==> config.mk <==
export PLATFORM = sky130hd
export DESIGN_NAME = spim_top
export DESIGN_NICKNAME = d
export VERILOG_FILES = /design/src/spim_pkg.sv /design/src/spim_engine.sv /design/src/spim_fifo.sv /design/src/spim_reg.sv /design/src/spim_top.sv /design/src/spim_wb_slave.sv
export SDC_FILE = /design/constraint.sdc
export NUM_CORES = 1
export LEC_CHECK = 0
export BUFFER_PORTS_ARGS = -buffer_cell sky130_fd_sc_hd__clkbuf_2
export CAP_MARGIN = 20
export CORE_MARGIN = 1.5
export CORE_UTILIZATION = 30
export DETAILED_ROUTE_END_ITERATION = 10
export PLACE_DENSITY = 0.5
export SLEW_MARGIN = 20
export SYNTH_ARGS = -nofsm -noshare
export SYNTH_HDL_FRONTEND = slang
export SYNTH_HIERARCHICAL = 1
export SYNTH_SLANG_ARGS = --single-unit
==> constraint.sdc <==
create_clock -name aclk -period 7 [get_ports aclk]
set_input_delay 0.35 -clock aclk [delete_from_list [all_inputs] [get_ports aclk]]
set_output_delay 0.35 -clock aclk [all_outputs]
set_load 0.005 [all_outputs]
==> src/spim_pkg.sv <==
/*
  spim shared definitions
  word width, register map, read default and command/control field positions
*/
package spim_pkg;

  // bus and spi word width
  localparam int DATA_W = 32;

  //////////////////////////////
  // register byte offsets
  //////////////////////////////
  localparam logic [15:0] REG_CMD       = 16'h0000;
  localparam logic [15:0] REG_STATUS    = 16'h000C;
  localparam logic [15:0] REG_DIAG0     = 16'h0010;
  localparam logic [15:0] REG_DIAG1     = 16'h0014;
  localparam logic [15:0] REG_WBUF_PEEK = 16'h0020;
  // data windows, handled by the bus slave
  localparam logic [15:0] REG_WBUF_DATA = 16'h0030;
  localparam logic [15:0] REG_RBUF_DATA = 16'h0038;
  localparam logic [15:0] REG_WBUF_STAT = 16'h0040;
  localparam logic [15:0] REG_WBUF_CTRL = 16'h0044;
  localparam logic [15:0] REG_RBUF_STAT = 16'h0048;
  localparam logic [15:0] REG_RBUF_CTRL = 16'h004C;

  // unmapped reads
  localparam logic [DATA_W-1:0] RDATA_DEFAULT = 32'hdead_beef;

  //////////////////////////////
  // command register fields
  //////////////////////////////
  localparam int CMD_START_BIT = 0;
  // word count minus one
  localparam int CMD_CNT_LSB   = 1;
  localparam int CMD_CNT_MSB   = 4;
  // half bit period minus one, in aclk cycles
  localparam int CMD_DIV_LSB   = 8;
  localparam int CMD_DIV_MSB   = 15;
  // chip select index
  localparam int CMD_CS_LSB    = 30;
  localparam int CMD_CS_MSB    = 31;

  // fifo control register bits
  localparam int CTRL_FLUSH_BIT = 0;
  localparam int CTRL_CLR_BIT   = 1;

  // number of chip selects
  localparam int CS_N_W = 4;

endpackage

==> src/spim_engine.sv <==
/*
  spim shift engine
  mode 0, msb first; pops wbuf per word, shifts out and in, pushes rbuf
  clears the transfer through trans_done
*/
`timescale 1ns/1ps

module spim_engine #(
  parameter int FIFO_ADDR_WIDTH = 4
) (
  input  logic                              aclk,
  input  logic                              arst_n,
  input  logic [spim_pkg::DATA_W-1:0]       cmd,
  input  logic [spim_pkg::DATA_W-1:0]       wbuf_data,
  input  logic                              miso,
  output logic                              wbuf_pop,
  output logic                              rbuf_push,
  output logic [spim_pkg::DATA_W-1:0]       rbuf_data,
  output logic                              word_done,
  output logic                              trans_done,
  output logic                              busy,
  output logic [4:0]                        words_sent,
  output logic [spim_pkg::DATA_W-1:0]       bit_state,
  output logic                              sclk,
  output logic                              mosi,
  output logic [spim_pkg::CS_N_W-1:0]       cs_n
);

  // no transfer longer than a fifo holds
  localparam int FIFO_DEPTH = 1 << FIFO_ADDR_WIDTH;
  localparam int MAX_WORDS  = (FIFO_DEPTH > 16) ? 16 : FIFO_DEPTH;

  localparam logic [1:0] ST_IDLE   = 2'd0;
  localparam logic [1:0] ST_LOAD   = 2'd1;
  localparam logic [1:0] ST_SHIFT  = 2'd2;
  localparam logic [1:0] ST_FINISH = 2'd3;

  logic [1:0]                  state;
  logic [7:0]                  div_q;
  logic [7:0]                  div_cnt;
  logic                        half;
  logic [4:0]                  bit_cnt;
  logic [4:0]                  last_word;
  logic [spim_pkg::DATA_W-1:0] tx_sr;
  logic [spim_pkg::DATA_W-1:0] rx_sr;
  logic [3:0]                  cmd_cnt;
  logic [1:0]                  cmd_cs;
  logic                        half_end;
  logic                        word_end;

  assign cmd_cnt = cmd[spim_pkg::CMD_CNT_MSB:spim_pkg::CMD_CNT_LSB];
  assign cmd_cs  = cmd[spim_pkg::CMD_CS_MSB:spim_pkg::CMD_CS_LSB];

  // half bit ends after div+1 cycles
  assign half_end = (state == ST_SHIFT) && (div_cnt == div_q);
  // second half of bit 31
  assign word_end = half_end && half && (bit_cnt == 5'd31);

  assign wbuf_pop   = (state == ST_LOAD);
  assign rbuf_push  = word_end;
  assign rbuf_data  = rx_sr;
  assign word_done  = word_end;
  assign trans_done = (state == ST_FINISH);
  assign busy       = (state != ST_IDLE);
  assign mosi       = tx_sr[spim_pkg::DATA_W-1];

  // diagnostic snapshot
  assign bit_state = {state, 6'b0, div_cnt, 7'b0, half, 3'b0, bit_cnt};

  //////////////////////////////
  // transfer fsm
  //////////////////////////////
  always_ff @(posedge aclk or negedge arst_n) begin
    if (!arst_n) begin
      state      <= ST_IDLE;
      div_q      <= '0;
      div_cnt    <= '0;
      half       <= 1'b0;
      bit_cnt    <= '0;
      last_word  <= '0;
      words_sent <= '0;
      tx_sr      <= '0;
      rx_sr      <= '0;
      sclk       <= 1'b0;
      cs_n       <= '1;
    end else begin
      case (state)
        ST_IDLE: begin
          if (cmd[spim_pkg::CMD_START_BIT]) begin
            state      <= ST_LOAD;
            words_sent <= '0;
            div_q      <= cmd[spim_pkg::CMD_DIV_MSB:spim_pkg::CMD_DIV_LSB];
            last_word  <= (int'(cmd_cnt) >= MAX_WORDS) ? 5'(MAX_WORDS - 1)
                                                       : {1'b0, cmd_cnt};
            // one select low for the whole transfer
            cs_n       <= ~(spim_pkg::CS_N_W'(1) << cmd_cs);
          end
        end
        ST_LOAD: begin
          // head word, zero on underflow
          tx_sr   <= wbuf_data;
          div_cnt <= '0;
          half    <= 1'b0;
          bit_cnt <= '0;
          state   <= ST_SHIFT;
        end
        ST_SHIFT: begin
          if (!half_end) begin
            div_cnt <= div_cnt + 1'b1;
          end else begin
            div_cnt <= '0;
            half    <= ~half;
            sclk    <= ~half;
            if (!half) begin
              // rising edge, sample
              rx_sr <= {rx_sr[spim_pkg::DATA_W-2:0], miso};
            end else if (bit_cnt == 5'd31) begin
              words_sent <= words_sent + 1'b1;
              state      <= (words_sent == last_word) ? ST_FINISH : ST_LOAD;
            end else begin
              // next bit out on the falling edge
              bit_cnt <= bit_cnt + 1'b1;
              tx_sr   <= {tx_sr[spim_pkg::DATA_W-2:0], 1'b0};
            end
          end
        end
        default: begin
          cs_n  <= '1;
          state <= ST_IDLE;
        end
      endcase
    end
  end

  a_cs_onehot : assert property (@(posedge aclk) disable iff (!arst_n)
    $onehot0(~cs_n));

endmodule

==> src/spim_fifo.sv <==
/*
  spim word fifo
  circular buffer with fill level, soft flush and sticky overflow/underflow flags
*/
`timescale 1ns/1ps

module spim_fifo #(
  parameter int FIFO_ADDR_WIDTH = 4
) (
  input  logic                        aclk,
  input  logic                        arst_n,
  input  logic                        push,
  input  logic [spim_pkg::DATA_W-1:0] wdata,
  input  logic                        pop,
  input  logic                        flush,
  input  logic                        clr_sticky,
  output logic [spim_pkg::DATA_W-1:0] rdata,
  output logic [FIFO_ADDR_WIDTH:0]    level,
  output logic                        overflow_sticky,
  output logic                        underflow_sticky
);

  localparam int DEPTH = 1 << FIFO_ADDR_WIDTH;

  logic [spim_pkg::DATA_W-1:0] mem [DEPTH];
  logic [FIFO_ADDR_WIDTH-1:0]  wptr;
  logic [FIFO_ADDR_WIDTH-1:0]  rptr;
  logic                        full;
  logic                        empty;
  logic                        wr_en;
  logic                        rd_en;

  assign full  = (level == (FIFO_ADDR_WIDTH+1)'(DEPTH));
  assign empty = (level == '0);
  // push into full drops, pop from empty is ignored
  assign wr_en = push & ~full;
  assign rd_en = pop & ~empty;

  // head word, zero when nothing stored
  assign rdata = empty ? '0 : mem[rptr];

  always_ff @(posedge aclk) begin
    if (wr_en) begin
      mem[wptr] <= wdata;
    end
  end

  // pointers and fill level
  always_ff @(posedge aclk or negedge arst_n) begin
    if (!arst_n) begin
      wptr  <= '0;
      rptr  <= '0;
      level <= '0;
    end else if (flush) begin
      wptr  <= '0;
      rptr  <= '0;
      level <= '0;
    end else begin
      if (wr_en) begin
        wptr <= wptr + 1'b1;
      end
      if (rd_en) begin
        rptr <= rptr + 1'b1;
      end
      case ({wr_en, rd_en})
        2'b10:   level <= level + 1'b1;
        2'b01:   level <= level - 1'b1;
        default: level <= level;
      endcase
    end
  end

  // sticky error flags, a new error wins over clear
  always_ff @(posedge aclk or negedge arst_n) begin
    if (!arst_n) begin
      overflow_sticky  <= 1'b0;
      underflow_sticky <= 1'b0;
    end else begin
      if (clr_sticky) begin
        overflow_sticky  <= 1'b0;
        underflow_sticky <= 1'b0;
      end
      if (push && full) begin
        overflow_sticky <= 1'b1;
      end
      if (pop && empty) begin
        underflow_sticky <= 1'b1;
      end
    end
  end

  a_level_bound : assert property (@(posedge aclk) disable iff (!arst_n)
    level <= (FIFO_ADDR_WIDTH+1)'(DEPTH));

endmodule

==> src/spim_reg.sv <==
/*
  spim register block
  command, status, diagnostics, wbuf peek, fifo status and fifo control
*/
`timescale 1ns/1ps

module spim_reg #(
  parameter int FIFO_ADDR_WIDTH = 4
) (
  input  logic                        aclk,
  input  logic                        arst_n,
  input  logic [spim_pkg::DATA_W-1:0] wdata,
  input  logic                        write,
  input  logic                        read,
  input  logic [15:0]                 addr,
  input  logic                        trans_done,
  input  logic [spim_pkg::DATA_W-1:0] status_in,
  input  logic [spim_pkg::DATA_W-1:0] diag0_in,
  input  logic                        load_diag0,
  input  logic [spim_pkg::DATA_W-1:0] diag1_in,
  input  logic [spim_pkg::DATA_W-1:0] wbuf_head,
  input  logic [FIFO_ADDR_WIDTH:0]    wbuf_level,
  input  logic [FIFO_ADDR_WIDTH:0]    rbuf_level,
  input  logic                        wbuf_overflow_sticky,
  input  logic                        wbuf_underflow_sticky,
  input  logic                        rbuf_overflow_sticky,
  input  logic                        rbuf_underflow_sticky,
  output logic [spim_pkg::DATA_W-1:0] rdata,
  output logic [spim_pkg::DATA_W-1:0] m_cmd,
  output logic                        wbuf_flush,
  output logic                        wbuf_clr,
  output logic                        rbuf_flush,
  output logic                        rbuf_clr
);

  logic [spim_pkg::DATA_W-1:0] status_q;
  logic [spim_pkg::DATA_W-1:0] diag0_q;
  logic [spim_pkg::DATA_W-1:0] diag1_q;
  logic [spim_pkg::DATA_W-1:0] peek_q;
  logic [spim_pkg::DATA_W-1:0] wbuf_stat_q;
  logic [spim_pkg::DATA_W-1:0] rbuf_stat_q;
  logic [spim_pkg::DATA_W-1:0] wbuf_ctrl;
  logic [spim_pkg::DATA_W-1:0] rbuf_ctrl;

  // fifo controls act while the bit is held
  assign wbuf_flush = wbuf_ctrl[spim_pkg::CTRL_FLUSH_BIT];
  assign wbuf_clr   = wbuf_ctrl[spim_pkg::CTRL_CLR_BIT];
  assign rbuf_flush = rbuf_ctrl[spim_pkg::CTRL_FLUSH_BIT];
  assign rbuf_clr   = rbuf_ctrl[spim_pkg::CTRL_CLR_BIT];

  //////////////////////////////
  // writable registers
  //////////////////////////////
  always_ff @(posedge aclk or negedge arst_n) begin
    if (!arst_n) begin
      m_cmd     <= '0;
      wbuf_ctrl <= '0;
      rbuf_ctrl <= '0;
    end else begin
      // end of transfer beats a software write
      if (trans_done) begin
        m_cmd[spim_pkg::CMD_START_BIT] <= 1'b0;
      end else if (write && addr == spim_pkg::REG_CMD) begin
        m_cmd <= wdata;
      end
      if (write && addr == spim_pkg::REG_WBUF_CTRL) begin
        wbuf_ctrl <= wdata;
      end
      if (write && addr == spim_pkg::REG_RBUF_CTRL) begin
        rbuf_ctrl <= wdata;
      end
    end
  end

  // status side, sampled every cycle
  always_ff @(posedge aclk or negedge arst_n) begin
    if (!arst_n) begin
      status_q    <= '0;
      diag0_q     <= '0;
      diag1_q     <= '0;
      peek_q      <= '0;
      wbuf_stat_q <= '0;
      rbuf_stat_q <= '0;
    end else begin
      status_q <= status_in;
      // last received word
      if (load_diag0) begin
        diag0_q <= diag0_in;
      end
      diag1_q     <= diag1_in;
      peek_q      <= wbuf_head;
      // level in [15:8], overflow bit 1, underflow bit 0
      wbuf_stat_q <= {16'b0, 8'(wbuf_level), 6'b0,
                      wbuf_overflow_sticky, wbuf_underflow_sticky};
      rbuf_stat_q <= {16'b0, 8'(rbuf_level), 6'b0,
                      rbuf_overflow_sticky, rbuf_underflow_sticky};
    end
  end

  //////////////////////////////
  // read mux
  //////////////////////////////
  always_comb begin
    case (addr)
      spim_pkg::REG_CMD:       rdata = {m_cmd[31:30], 14'b0, m_cmd[15:0]};
      spim_pkg::REG_STATUS:    rdata = status_q;
      spim_pkg::REG_DIAG0:     rdata = diag0_q;
      spim_pkg::REG_DIAG1:     rdata = diag1_q;
      spim_pkg::REG_WBUF_PEEK: rdata = peek_q;
      spim_pkg::REG_WBUF_STAT: rdata = wbuf_stat_q;
      spim_pkg::REG_WBUF_CTRL: rdata = wbuf_ctrl;
      spim_pkg::REG_RBUF_STAT: rdata = rbuf_stat_q;
      spim_pkg::REG_RBUF_CTRL: rdata = rbuf_ctrl;
      default:                 rdata = spim_pkg::RDATA_DEFAULT;
    endcase
  end

  // data window accesses go to the fifos, never here
  a_no_window : assert property (@(posedge aclk) disable iff (!arst_n)
    (read |-> addr != spim_pkg::REG_RBUF_DATA) and
    (write |-> addr != spim_pkg::REG_WBUF_DATA));

endmodule

==> src/spim_top.sv <==
/*
  spim top level
  wishbone slave, register block, shift engine, write and read fifos
*/
`timescale 1ns/1ps

module spim_top #(
  parameter int FIFO_ADDR_WIDTH = 4
) (
  input  logic                        aclk,
  input  logic                        arst_n,
  input  logic                        wb_cyc,
  input  logic                        wb_stb,
  input  logic                        wb_we,
  input  logic [15:0]                 wb_adr,
  input  logic [spim_pkg::DATA_W-1:0] wb_dat_i,
  input  logic                        miso,
  output logic                        wb_ack,
  output logic [spim_pkg::DATA_W-1:0] wb_dat_o,
  output logic                        sclk,
  output logic                        mosi,
  output logic [spim_pkg::CS_N_W-1:0] cs_n
);

  // bus slave to register block
  logic                        reg_write;
  logic                        reg_read;
  logic [15:0]                 reg_addr;
  logic [spim_pkg::DATA_W-1:0] reg_wdata;
  logic [spim_pkg::DATA_W-1:0] reg_rdata;
  logic [spim_pkg::DATA_W-1:0] m_cmd;

  // fifo side
  logic                        wbuf_push;
  logic                        wbuf_pop;
  logic                        wbuf_flush;
  logic                        wbuf_clr;
  logic [spim_pkg::DATA_W-1:0] wbuf_rdata;
  logic [FIFO_ADDR_WIDTH:0]    wbuf_level;
  logic                        wbuf_ovf;
  logic                        wbuf_unf;
  logic                        rbuf_push;
  logic                        rbuf_pop;
  logic                        rbuf_flush;
  logic                        rbuf_clr;
  logic [spim_pkg::DATA_W-1:0] rbuf_wdata;
  logic [spim_pkg::DATA_W-1:0] rbuf_rdata;
  logic [FIFO_ADDR_WIDTH:0]    rbuf_level;
  logic                        rbuf_ovf;
  logic                        rbuf_unf;

  // engine status
  logic                        word_done;
  logic                        trans_done;
  logic                        busy;
  logic [4:0]                  words_sent;
  logic [spim_pkg::DATA_W-1:0] bit_state;

  spim_wb_slave u_wb_slave (
    .aclk       (aclk),
    .arst_n     (arst_n),
    .wb_cyc     (wb_cyc),
    .wb_stb     (wb_stb),
    .wb_we      (wb_we),
    .wb_adr     (wb_adr),
    .wb_dat_i   (wb_dat_i),
    .reg_rdata  (reg_rdata),
    .rbuf_rdata (rbuf_rdata),
    .wb_ack     (wb_ack),
    .wb_dat_o   (wb_dat_o),
    .reg_write  (reg_write),
    .reg_read   (reg_read),
    .reg_addr   (reg_addr),
    .reg_wdata  (reg_wdata),
    .wbuf_push  (wbuf_push),
    .rbuf_pop   (rbuf_pop)
  );

  spim_reg #(
    .FIFO_ADDR_WIDTH (FIFO_ADDR_WIDTH)
  ) u_reg (
    .aclk                  (aclk),
    .arst_n                (arst_n),
    .wdata                 (reg_wdata),
    .write                 (reg_write),
    .read                  (reg_read),
    .addr                  (reg_addr),
    .trans_done            (trans_done),
    // busy in bit 31, word count in [4:0]
    .status_in             ({busy, 26'b0, words_sent}),
    .diag0_in              (rbuf_wdata),
    .load_diag0            (word_done),
    .diag1_in              (bit_state),
    .wbuf_head             (wbuf_rdata),
    .wbuf_level            (wbuf_level),
    .rbuf_level            (rbuf_level),
    .wbuf_overflow_sticky  (wbuf_ovf),
    .wbuf_underflow_sticky (wbuf_unf),
    .rbuf_overflow_sticky  (rbuf_ovf),
    .rbuf_underflow_sticky (rbuf_unf),
    .rdata                 (reg_rdata),
    .m_cmd                 (m_cmd),
    .wbuf_flush            (wbuf_flush),
    .wbuf_clr              (wbuf_clr),
    .rbuf_flush            (rbuf_flush),
    .rbuf_clr              (rbuf_clr)
  );

  spim_engine #(
    .FIFO_ADDR_WIDTH (FIFO_ADDR_WIDTH)
  ) u_engine (
    .aclk       (aclk),
    .arst_n     (arst_n),
    .cmd        (m_cmd),
    .wbuf_data  (wbuf_rdata),
    .miso       (miso),
    .wbuf_pop   (wbuf_pop),
    .rbuf_push  (rbuf_push),
    .rbuf_data  (rbuf_wdata),
    .word_done  (word_done),
    .trans_done (trans_done),
    .busy       (busy),
    .words_sent (words_sent),
    .bit_state  (bit_state),
    .sclk       (sclk),
    .mosi       (mosi),
    .cs_n       (cs_n)
  );

  // words to send, filled from the bus
  spim_fifo #(
    .FIFO_ADDR_WIDTH (FIFO_ADDR_WIDTH)
  ) u_wbuf (
    .aclk             (aclk),
    .arst_n           (arst_n),
    .push             (wbuf_push),
    .wdata            (reg_wdata),
    .pop              (wbuf_pop),
    .flush            (wbuf_flush),
    .clr_sticky       (wbuf_clr),
    .rdata            (wbuf_rdata),
    .level            (wbuf_level),
    .overflow_sticky  (wbuf_ovf),
    .underflow_sticky (wbuf_unf)
  );

  // received words, drained from the bus
  spim_fifo #(
    .FIFO_ADDR_WIDTH (FIFO_ADDR_WIDTH)
  ) u_rbuf (
    .aclk             (aclk),
    .arst_n           (arst_n),
    .push             (rbuf_push),
    .wdata            (rbuf_wdata),
    .pop              (rbuf_pop),
    .flush            (rbuf_flush),
    .clr_sticky       (rbuf_clr),
    .rdata            (rbuf_rdata),
    .level            (rbuf_level),
    .overflow_sticky  (rbuf_ovf),
    .underflow_sticky (rbuf_unf)
  );

endmodule

==> src/spim_wb_slave.sv <==
/*
  spim wishbone classic slave
  two cycle access; one strobe per ack, data windows mapped to fifo push/pop
*/
`timescale 1ns/1ps

module spim_wb_slave (
  input  logic                        aclk,
  input  logic                        arst_n,
  input  logic                        wb_cyc,
  input  logic                        wb_stb,
  input  logic                        wb_we,
  input  logic [15:0]                 wb_adr,
  input  logic [spim_pkg::DATA_W-1:0] wb_dat_i,
  input  logic [spim_pkg::DATA_W-1:0] reg_rdata,
  input  logic [spim_pkg::DATA_W-1:0] rbuf_rdata,
  output logic                        wb_ack,
  output logic [spim_pkg::DATA_W-1:0] wb_dat_o,
  output logic                        reg_write,
  output logic                        reg_read,
  output logic [15:0]                 reg_addr,
  output logic [spim_pkg::DATA_W-1:0] reg_wdata,
  output logic                        wbuf_push,
  output logic                        rbuf_pop
);

  logic req;
  logic live;
  logic is_wwin;
  logic is_rwin;

  // new request, not yet acked
  assign req  = wb_cyc & wb_stb & ~wb_ack;
  // ack cycle of a held request
  assign live = wb_cyc & wb_stb & wb_ack;

  assign is_wwin = (wb_adr == spim_pkg::REG_WBUF_DATA);
  assign is_rwin = (wb_adr == spim_pkg::REG_RBUF_DATA);

  assign wbuf_push = live & wb_we & is_wwin;
  assign rbuf_pop  = live & ~wb_we & is_rwin;
  assign reg_write = live & wb_we & ~is_wwin;
  assign reg_read  = live & ~wb_we & ~is_rwin;
  assign reg_addr  = wb_adr;
  assign reg_wdata = wb_dat_i;

  always_ff @(posedge aclk or negedge arst_n) begin
    if (!arst_n) begin
      wb_ack <= 1'b0;
    end else begin
      wb_ack <= req;
    end
  end

  // read data captured as ack rises, fifo head popped in the ack cycle
  always_ff @(posedge aclk) begin
    if (req && !wb_we) begin
      wb_dat_o <= is_rwin ? rbuf_rdata : reg_rdata;
    end
  end

  a_ack_in_cycle : assert property (@(posedge aclk) disable iff (!arst_n)
    wb_ack |-> (wb_cyc && wb_stb));

endmodule

Word-level counts from Yosys, hierarchy flattened:

Memories as Yosys holds them, arrays and structs flattened.
Cells that the tools add are included.

* input port bits: 54
* logic and storage cells: 190
* memories kept: 2
* bits in registers: 361
* output and inout port bits: 39
* memory bits (writable): 1024

* shifts and indexed selects: 1
* reductions and logical operators: 40
* equal/unequal tests: 27
* bitwise operators: 23
* $add $sub $neg: 11
* mux-type cells: 53

Memory list
* u_rbuf.mem: depth 16, bits a word 32, read ports 1, clocked after Yosys merged registers in 0, wr ports 1, RTL line spim_fifo.sv:25 `logic [spim_pkg::DATA_W-1:0] mem [DEPTH];`
* u_wbuf.mem: depth 16, bits a word 32, read ports 1, clocked after Yosys merged registers in 0, wr ports 1, RTL line spim_fifo.sv:25

Operators by type and width (count)
* case mux 32 bit (9 select lines): 1
* 2-to-1 mux 32 bit: 6
* == test 16 x 7 -> 1 bit (second input constant): 4
* case mux 32 bit (2 select lines): 1
* == test 16 x 6 -> 1 bit (second input constant): 3
* 2-to-1 mux 5 bit: 9
* case mux 5 bit (2 select lines): 4
* 2-to-1 mux 4 bit: 9
* == test 16 x 5 -> 1 bit (second input constant): 2
* nonzero test 2 bit: 12
* adder 5 x 1 -> 5 bit (second input constant): 4
* adder 4 x 1 -> 4 bit (second input constant): 4
* == test 16 x 4 -> 1 bit (second input constant): 1
* logical NOT 16 bit: 1
* case mux 8 bit (2 select lines): 1
* == test 5 bit (second input constant): 3
* 2-to-1 mux 1 bit: 13
* AND 1 bit: 12
* logical AND 1 bit: 11
* logical NOT 5 bit: 2
* 2-to-1 mux 2 bit: 5
* NOT 1 bit: 10
* AND reduction 2 bit: 5
* subtractor 5 x 1 -> 5 bit (second input constant): 2
* 20 further kinds: 30

Longest topological paths before layout:

Gate-level depths: netlist of the first run.

* depth after elaboration: 8
* depth in mapped cells: 15
* depth with buffers taken out: 13

Cells and area by module:

The synthesis of the first run kept the hierarchy.

Modules (own cells, without submodules)
* spim_fifo: cells an instance 908, times used 2, area an instance 20403.3 µm², seq. area each 15750.1 µm²
* spim_reg: cells an instance 595, times used 1, area an instance 9096.2 µm², seq. area each 5955.7 µm²
* spim_engine: cells an instance 464, times used 1, area an instance 5133.7 µm², seq. area each 2557.5 µm²
* spim_wb_slave: cells an instance 137, times used 1, area an instance 2019.4 µm², seq. area each 985.9 µm²
* spim_top: cells an instance 1, times used 1, area an instance 3.8 µm², seq. area each 0.0 µm²

Worst setup path after synthesis of the first run:

Ideal clock, no wire load.

* path kind: register to register
* start: reg u_engine.state[0]
* end: mem u_rbuf/mem[7][0] (netlist bit), enable pin
* library setup time: 468 ps
* required time: 6532 ps
* stages on the path, launching flop included: 11
* arrival: 4422 ps
* slack: 2111 ps
* path buffers: 3
* period minus slack after synthesis: 4889 ps
* path through: dfrtp_1 inv_1 ha_1 clkbuf_1 buf_1 nand2_1 nor2_1 buf_4 a21boi_2 nand2_1 nor3b_1

* word-level cells in the longest chain between the ends: 7

Ends and longest elaborated chain
* start: declaration: RTL line spim_engine.sv:38 `logic [1:0] state;`
* start signal: assignment: RTL line spim_engine.sv:119 `state <= (words_sent == last_word) ? ST_FINISH : ST_LOAD;`
* == test 2 bit: RTL line spim_engine.sv:55 `assign half_end = (state == ST_SHIFT) && (div_cnt == div_q);`
* logical AND 1 bit: RTL line spim_engine.sv:55
* logical AND 1 bit (2 in a row): RTL line spim_engine.sv:57 `assign word_end = half_end && half && (bit_cnt == 5'd31);`
* via rbuf_push: RTL line spim_top.sv:42 `logic rbuf_push;`
* AND 1 bit: RTL line spim_fifo.sv:36 `assign wr_en = push & ~full;`
* 2-to-1 mux 1 bit: RTL line spim_fifo.sv:43 `if (wr_en) begin`
* 2-to-1 mux 1 bit (implied by the code): RTL line spim_fifo.sv:44 `mem[wptr] <= wdata;`
* end: declaration: RTL line spim_fifo.sv:25

The timed path passes the listed nets, and every way through them passes these cells.

Worst setup path after layout of the first run:

* start: reg u_engine.div_cnt[6]
* end: mem u_rbuf/mem[6][15] (netlist bit), enable pin

* word-level cells in the longest chain between the ends: 7

Ends and longest elaborated chain
* start: declaration: RTL line spim_engine.sv:40 `logic [7:0] div_cnt;`
* start signal: assignment: RTL line spim_engine.sv:109 `div_cnt <= div_cnt + 1'b1;`
* == test 8 bit: RTL line spim_engine.sv:55
* logical AND 1 bit: RTL line spim_engine.sv:55
* logical AND 1 bit (2 in a row): RTL line spim_engine.sv:57
* via rbuf_push: RTL line spim_top.sv:42
* AND 1 bit: RTL line spim_fifo.sv:36
* 2-to-1 mux 1 bit: RTL line spim_fifo.sv:43
* 2-to-1 mux 1 bit (implied by the code): RTL line spim_fifo.sv:44

The timed path passes the listed nets, and every way through them passes these cells.

==> results of run 1 <==
-- per-stage QoR --
stage | total power [mW] | cell area [sq um] | worst slack (ns)
floorplan | 10.2 | 56700 | 2.11
global placement | 10.6 | 59300 | 2.86
detailed placement | 10.6 | 59300 | 2.86
CTS | 18.3 | 64000 | 2.83
global route | 18.7 | 64000 | 2.49
finish | 18.1 | 64000 | 2.85
-- critical path, cell delays in order (launching register included) --
cell and delay [ns]:
dfrtp_1 0.44, xnor2_1 0.24, nand4_1 0.27, nor2_1 0.24, nand2_1 0.14, nor2_4 0.09
buf_4 0.47, a21boi_2 0.72, nand2_1 0.11, nor2_1 0.16, and2_2 0.84
-- cell usage in the layout, fill, tap and decap left out, types with 55 or more instances in the layout --
master        n
mux2i_1     136
a22oi_1      73
o22ai_1      74
clkbuf_16   148
clkbuf_2     91
nand2_1      55
dfrtp_1     347
nand3_1     135
mux4_2      256
mux2_2      120
edfxtp_1   1056
mux2_4       60
-- power by group through the flow --
stage          clock network [mW]  logic (mW)  registers, mW
2_1_floorplan                   0       0.524           9.72
3_5_place_dp                    0       0.686           9.96
4_1_cts                      7.86       0.689           9.79
6_report                     7.63       0.677           9.77
5_1_grt                      8.14       0.736           9.82
3_3_place_gp                    0       0.680           9.95
-- final timing paths --
kind	end	slack [ns]	from
max in group asynchronous	u_wbuf/rptr[1]$_DFFE_PN0P_	5.20	arst_n
min in group asynchronous	u_engine/rbuf_data[19]$_DFFE_PN0P_	0.20	arst_n
setup reg to reg	u_rbuf/mem[6][15]$_DFFE_PP_	2.85	u_engine/div_cnt[6]$_DFFE_PN0N_
setup / recovery	u_rbuf/mem[6][15]$_DFFE_PP_	2.85	u_engine/div_cnt[6]$_DFFE_PN0N_
hold / removal	u_wbuf/mem[10][3]$_DFFE_PP_	0.1	wb_dat_i[3]
hold reg to reg	u_reg/wbuf_stat_q[1]$_DFF_PN0_	0.38	u_wbuf/overflow_sticky$_DFFE_PN0P_
-- area by class of cell --
cell class,count,share of cell area
timing repair buffer,136,0.0135
clock buffer,184,0.0606
sequential,1413,0.636
antenna,2,0.0000782
clock inverter,84,0.0126
inverter,17,0.000997
multi-input combinational,1346,0.228
tap,2495,0.0488
-- metal layers --
layer  vias to the layer above  wire (microns)  GRT usage
met1                     15100           66300      0.211
met2                       560           65900      0.228
met4                         2            3040     0.0441
met3                       188            5060     0.0190
li1                      12100               -          -
met5                         -              12          0
-- what timing repair did --
| action | in CTS | in global routing |
|---|---|---|
| hold buffers | 4 | 0 |
| endpoints found under the setup margin | 0 | 0 |
| setup buffers | 0 | 0 |
| endpoints found under the hold margin | 91 | 0 |
| resized for setup | 0 | 0 |
==> metrics.csv, run 1 <==
metric,value,unit
outcome,completed,
critical path capture point type,flip-flop,
flip-flop and latch area,0.0407,sq mm
Fin Setup TNS,0,ns
number of buffers created by CTS,146,
DRT Wirelength,140000,microns
Max Fclk,241,MHz
yosys warns,6,
synthesized area per cell,19.0,sq um
number of max-cap violations,0,
net count of the finished layout,3136,
power density of the placed cells,283,mW/mm^2
net switching power figure,4.15,mW
kind of path behind the tightest hold check,input port to flip-flop,
portion of total power attributed to combinational logic,0.037,
length in cells of the worst reg-to-reg path,10,
worst-case clock buffer depth,3,
last weighted congestion value of the routability-driven placer,0.760,
Post-Route Skew,0.0232,ns
initial DRC count,2522,
vertical die dimension,437,microns
overflow left after global routing,0,
worst setup path category,flip-flop to flip-flop,
DRC Markers,0,
port bufs,92,
Die X,437,microns
leakage component of the power,21.6,nW
Final Setup Violations,0,
count of TritonRoute iterations in the first routing pass,6,
pin slew with the least headroom to its limit,1.11,ns
area of the core,0.188,sq mm
proportion of power drawn by the clock network,0.422,
area of the multi-input gates,0.0146,sq mm
clock tree from TritonCTS,built,
final core utilization,0.341,
top-level port count,93,
initial core utilization,0.301,
num rows,159,
layout cell share with drive strength beyond 1,0.272,
time the final worst path needs with I/O delays and setup,4.15,ns
post-synthesis cell count,2984,
Placed Instances,5403,
routed vias/inst,4.92,
Fin Hold WS,0.0986,ns
Num Clock Sinks,1413,
crit path DAT,4.55,ns
registers with the most flip-flops,"u_rbuf/mem: 512 flops, u_wbuf/mem: 512 flops",
share of total power consumed by net switching,0.230,
fraction of the cycle the final worst path needs,0.594,
final HPWL from detailed placement,85200,microns
startpoint types,flip-flop,
Min-Delay Path Depth,1,
routed length per placed instance,24.7,microns
vias in the first global route,28300,
Seq pwr share,0.541,
number of endpoints with negative hold slack in the final report,0,
Root Buffer Master,clkbuf_16,
data required time of the worst path,7.39,ns
routed vias,27900,
Int Pwr,13.9,mW
total standard cell area after synthesis,0.0565,sq mm
pin count of the biggest net entering global routing,149,
number of antenna violations at the first check in global routing,7,
maximum ir drop on the vdd rail,0.157,mV
unrepaired setup endpoints after global routing,false,
global-route wire length before repair,205000,microns
post-synthesis to final-layout area growth,13.2,%
Worst slew margin,0.261,
Global Route Usage Sum,0.146,
final max-slew violation count,0,
CTS H-tree depth,4,
"Reg clk slew, reported paths",0.06,ns
final std cells w/o fill,5677,
die area,0.191,sq mm
number of antenna-violating nets in the routed design,0,
filler cell count in the final layout,17700,
worst-skew pair later-pin latency,0.79,ns
critical path peak fanout,42,
Power figures use the tool's default switching activity.
==> run 2, diff against run 1 <==
- clock period: 7 -> 3.9 ns (I/O delays scaled with it)
==> metrics.csv, run 2 (synthesized netlist as in run 1, its figures left out) <==
metric,value,unit
capture instance of the worst register-to-register path,u_rbuf/mem[5][18]$_DFFE_PP_,
fraction of the cycle the final worst path needs,0.823,
delay contributed by the slowest stage of the critical path,0.45,ns
Max Fclk,312,MHz
unrepaired setup endpoints after global routing,false,
kind of path behind the tightest hold check,input port to flip-flop,
Die X,437,microns
post-synthesis to final-layout area growth,15.4,%
Fin Setup TNS,0,ns
"leading cell type in the layout, fill and taps excluded",edfxtp_1,
time the final worst path needs with I/O delays and setup,3.21,ns
number of endpoints with negative hold slack in the final report,0,
crit path cell chain,"xnor2_1, nand4_2, nor2_1, nand2_1, nor2_4, a21boi_2, nand2_1, nor2_1, and2_2, buf_4",
"delay-heaviest family, CP",simple AND/OR/NAND/NOR gates,
overflow left after global routing,0,
count of buffer and inverter cells on the critical path,1,
clock tree from TritonCTS,built,
length in cells of the worst reg-to-reg path,10,
filler cell count in the final layout,17600,
area of the multi-input gates,0.0146,sq mm
global-route wire length before repair,209000,microns
routed length per placed instance,24.6,microns
die area,0.191,sq mm
CTS H-tree depth,4,
Post-Route Skew,0.0205,ns
Hold Path Sink,u_wbuf/mem[7][1]$_DFFE_PP_,
launch point of the worst hold path,wb_dat_i[1],
port bufs,92,
DRT Wirelength,142000,microns
routed vias/inst,4.92,
startpoint types,flip-flop,
maximum ir drop on the vdd rail,0.349,mV
last weighted congestion value of the routability-driven placer,0.784,
final max-slew violation count,0,
critical path peak fanout,32,
worst-case clock buffer depth,3,
number of buffers created by CTS,147,
post-cts resize count,0,
count of TritonRoute iterations in the first routing pass,8,
worst r2r src,u_engine/div_cnt[5]$_DFFE_PN0N_,
routed vias,28500,
"Reg clk slew, reported paths",0.06,ns
flip-flop and latch area,0.0407,sq mm
top-level port count,93,
initial DRC count,2440,
pin count of the biggest net entering global routing,106,
worst setup path category,flip-flop to flip-flop,
Post-CTS Setup Repair Bufs,0,
final HPWL from detailed placement,90400,microns
registers with the most flip-flops,"u_rbuf/mem: 512 flops, u_wbuf/mem: 512 flops",
cts hold-fix bufs,35,
FF-to-FF setup slack,0.69,ns
layout cell share with drive strength beyond 1,0.283,
data required time of the worst path,4.30,ns
vias in the first global route,29200,
DRC Markers,0,
power density of the placed cells,500,mW/mm^2
Worst slew margin,0.399,
number of antenna violations at the first check in global routing,10,
Min-Delay Path Depth,1,
Global Route Usage Sum,0.148,
number of max-cap violations,0,
Placed Instances,5480,
area of the core,0.188,sq mm
critical path capture point type,flip-flop,
num rows,159,
"Max stage delay cell, worst path",a21boi_2,
number of antenna-violating nets in the routed design,0,
net count of the finished layout,3245,
Num Clock Sinks,1413,
final std cells w/o fill,5783,
Root Buffer Master,clkbuf_16,
leakage component of the power,22.2,nW
pin slew with the least headroom to its limit,0.901,ns
crit path DAT,3.60,ns
most frequent cells in the layout,"1056 x edfxtp_1, 347 x dfrtp_1, 256 x mux4_2",
worst-skew pair later-pin latency,0.77,ns
outcome,completed,
vertical die dimension,437,microns
initial core utilization,0.301,
Final Setup Violations,0,
[run 2: per-stage QoR]
stage / hold WS [ns] / util / total power [mW] / instance area, sq um / worst slack [ns]
5_1_grt: 0.0614 / 0.348 / 33.7 / 65300 / 0.364
3_5_place_dp: 0.337 / 0.321 / 19.1 / 60200 / 0.673
3_3_place_gp: 0.333 / 0.321 / 19.1 / 60200 / 0.635
2_1_floorplan: -0.101 / - / 18.4 / 56700 / 0.125
4_1_cts: 0.0126 / 0.348 / 33.0 / 65300 / 0.647
6_report: 0.0549 / 0.348 / 32.6 / 65300 / 0.692
[run 2: layout make-up]
class	count	share of cell area
sequential	1413	0.623
tap	2495	0.0478
antenna	3	0.000115
multi-input combinational	1346	0.224
timing repair buffer	244	0.0322
inverter	17	0.000978
clock inverter	65	0.00920
clock buffer	200	0.0626
[run 2: worst max-delay path by stage]
stage | cells after the start | to | slack [ns] | startpoint
finish | 10 | u_rbuf/mem[5][18]$_DFFE_PP_ | 0.69 | u_engine/div_cnt[5]$_DFFE_PN0N_
global route | 10 | u_rbuf/mem[5][17]$_DFFE_PP_ | 0.36 | u_engine/div_cnt[6]$_DFFE_PN0N_
global placement | 10 | u_rbuf/mem[5][24]$_DFFE_PP_ | 0.63 | u_engine/div_cnt[6]$_DFFE_PN0N_
CTS | 10 | u_rbuf/mem[5][18]$_DFFE_PP_ | 0.65 | u_engine/div_cnt[6]$_DFFE_PN0N_
floorplan | 10 | u_rbuf/mem[7][0]$_DFFE_PP_ | 0.12 | u_engine/state[0]$_DFFE_PN0P_
detailed placement | 10 | u_rbuf/mem[5][24]$_DFFE_PP_ | 0.67 | u_engine/div_cnt[6]$_DFFE_PN0N_
[run 2: power breakdown]
| part | total (mW) | internal (mW) | switching, mW |
|---|---|---|---|
| logic | 1.24 | 0.494 | 0.748 |
| registers | 17.6 | 16.8 | 0.746 |
| clock network | 13.8 | 8.05 | 5.76 |
| total | 32.6 | 25.4 | 7.26 |
[run 2: layer usage]
metal  vias up  share of wire  track usage
met1     15400           0.45        0.207
met4         4          0.027       0.0486
met5         -        0.00014            0
met2       561           0.48        0.238
li1      12400              -            -
met3       187          0.040       0.0212
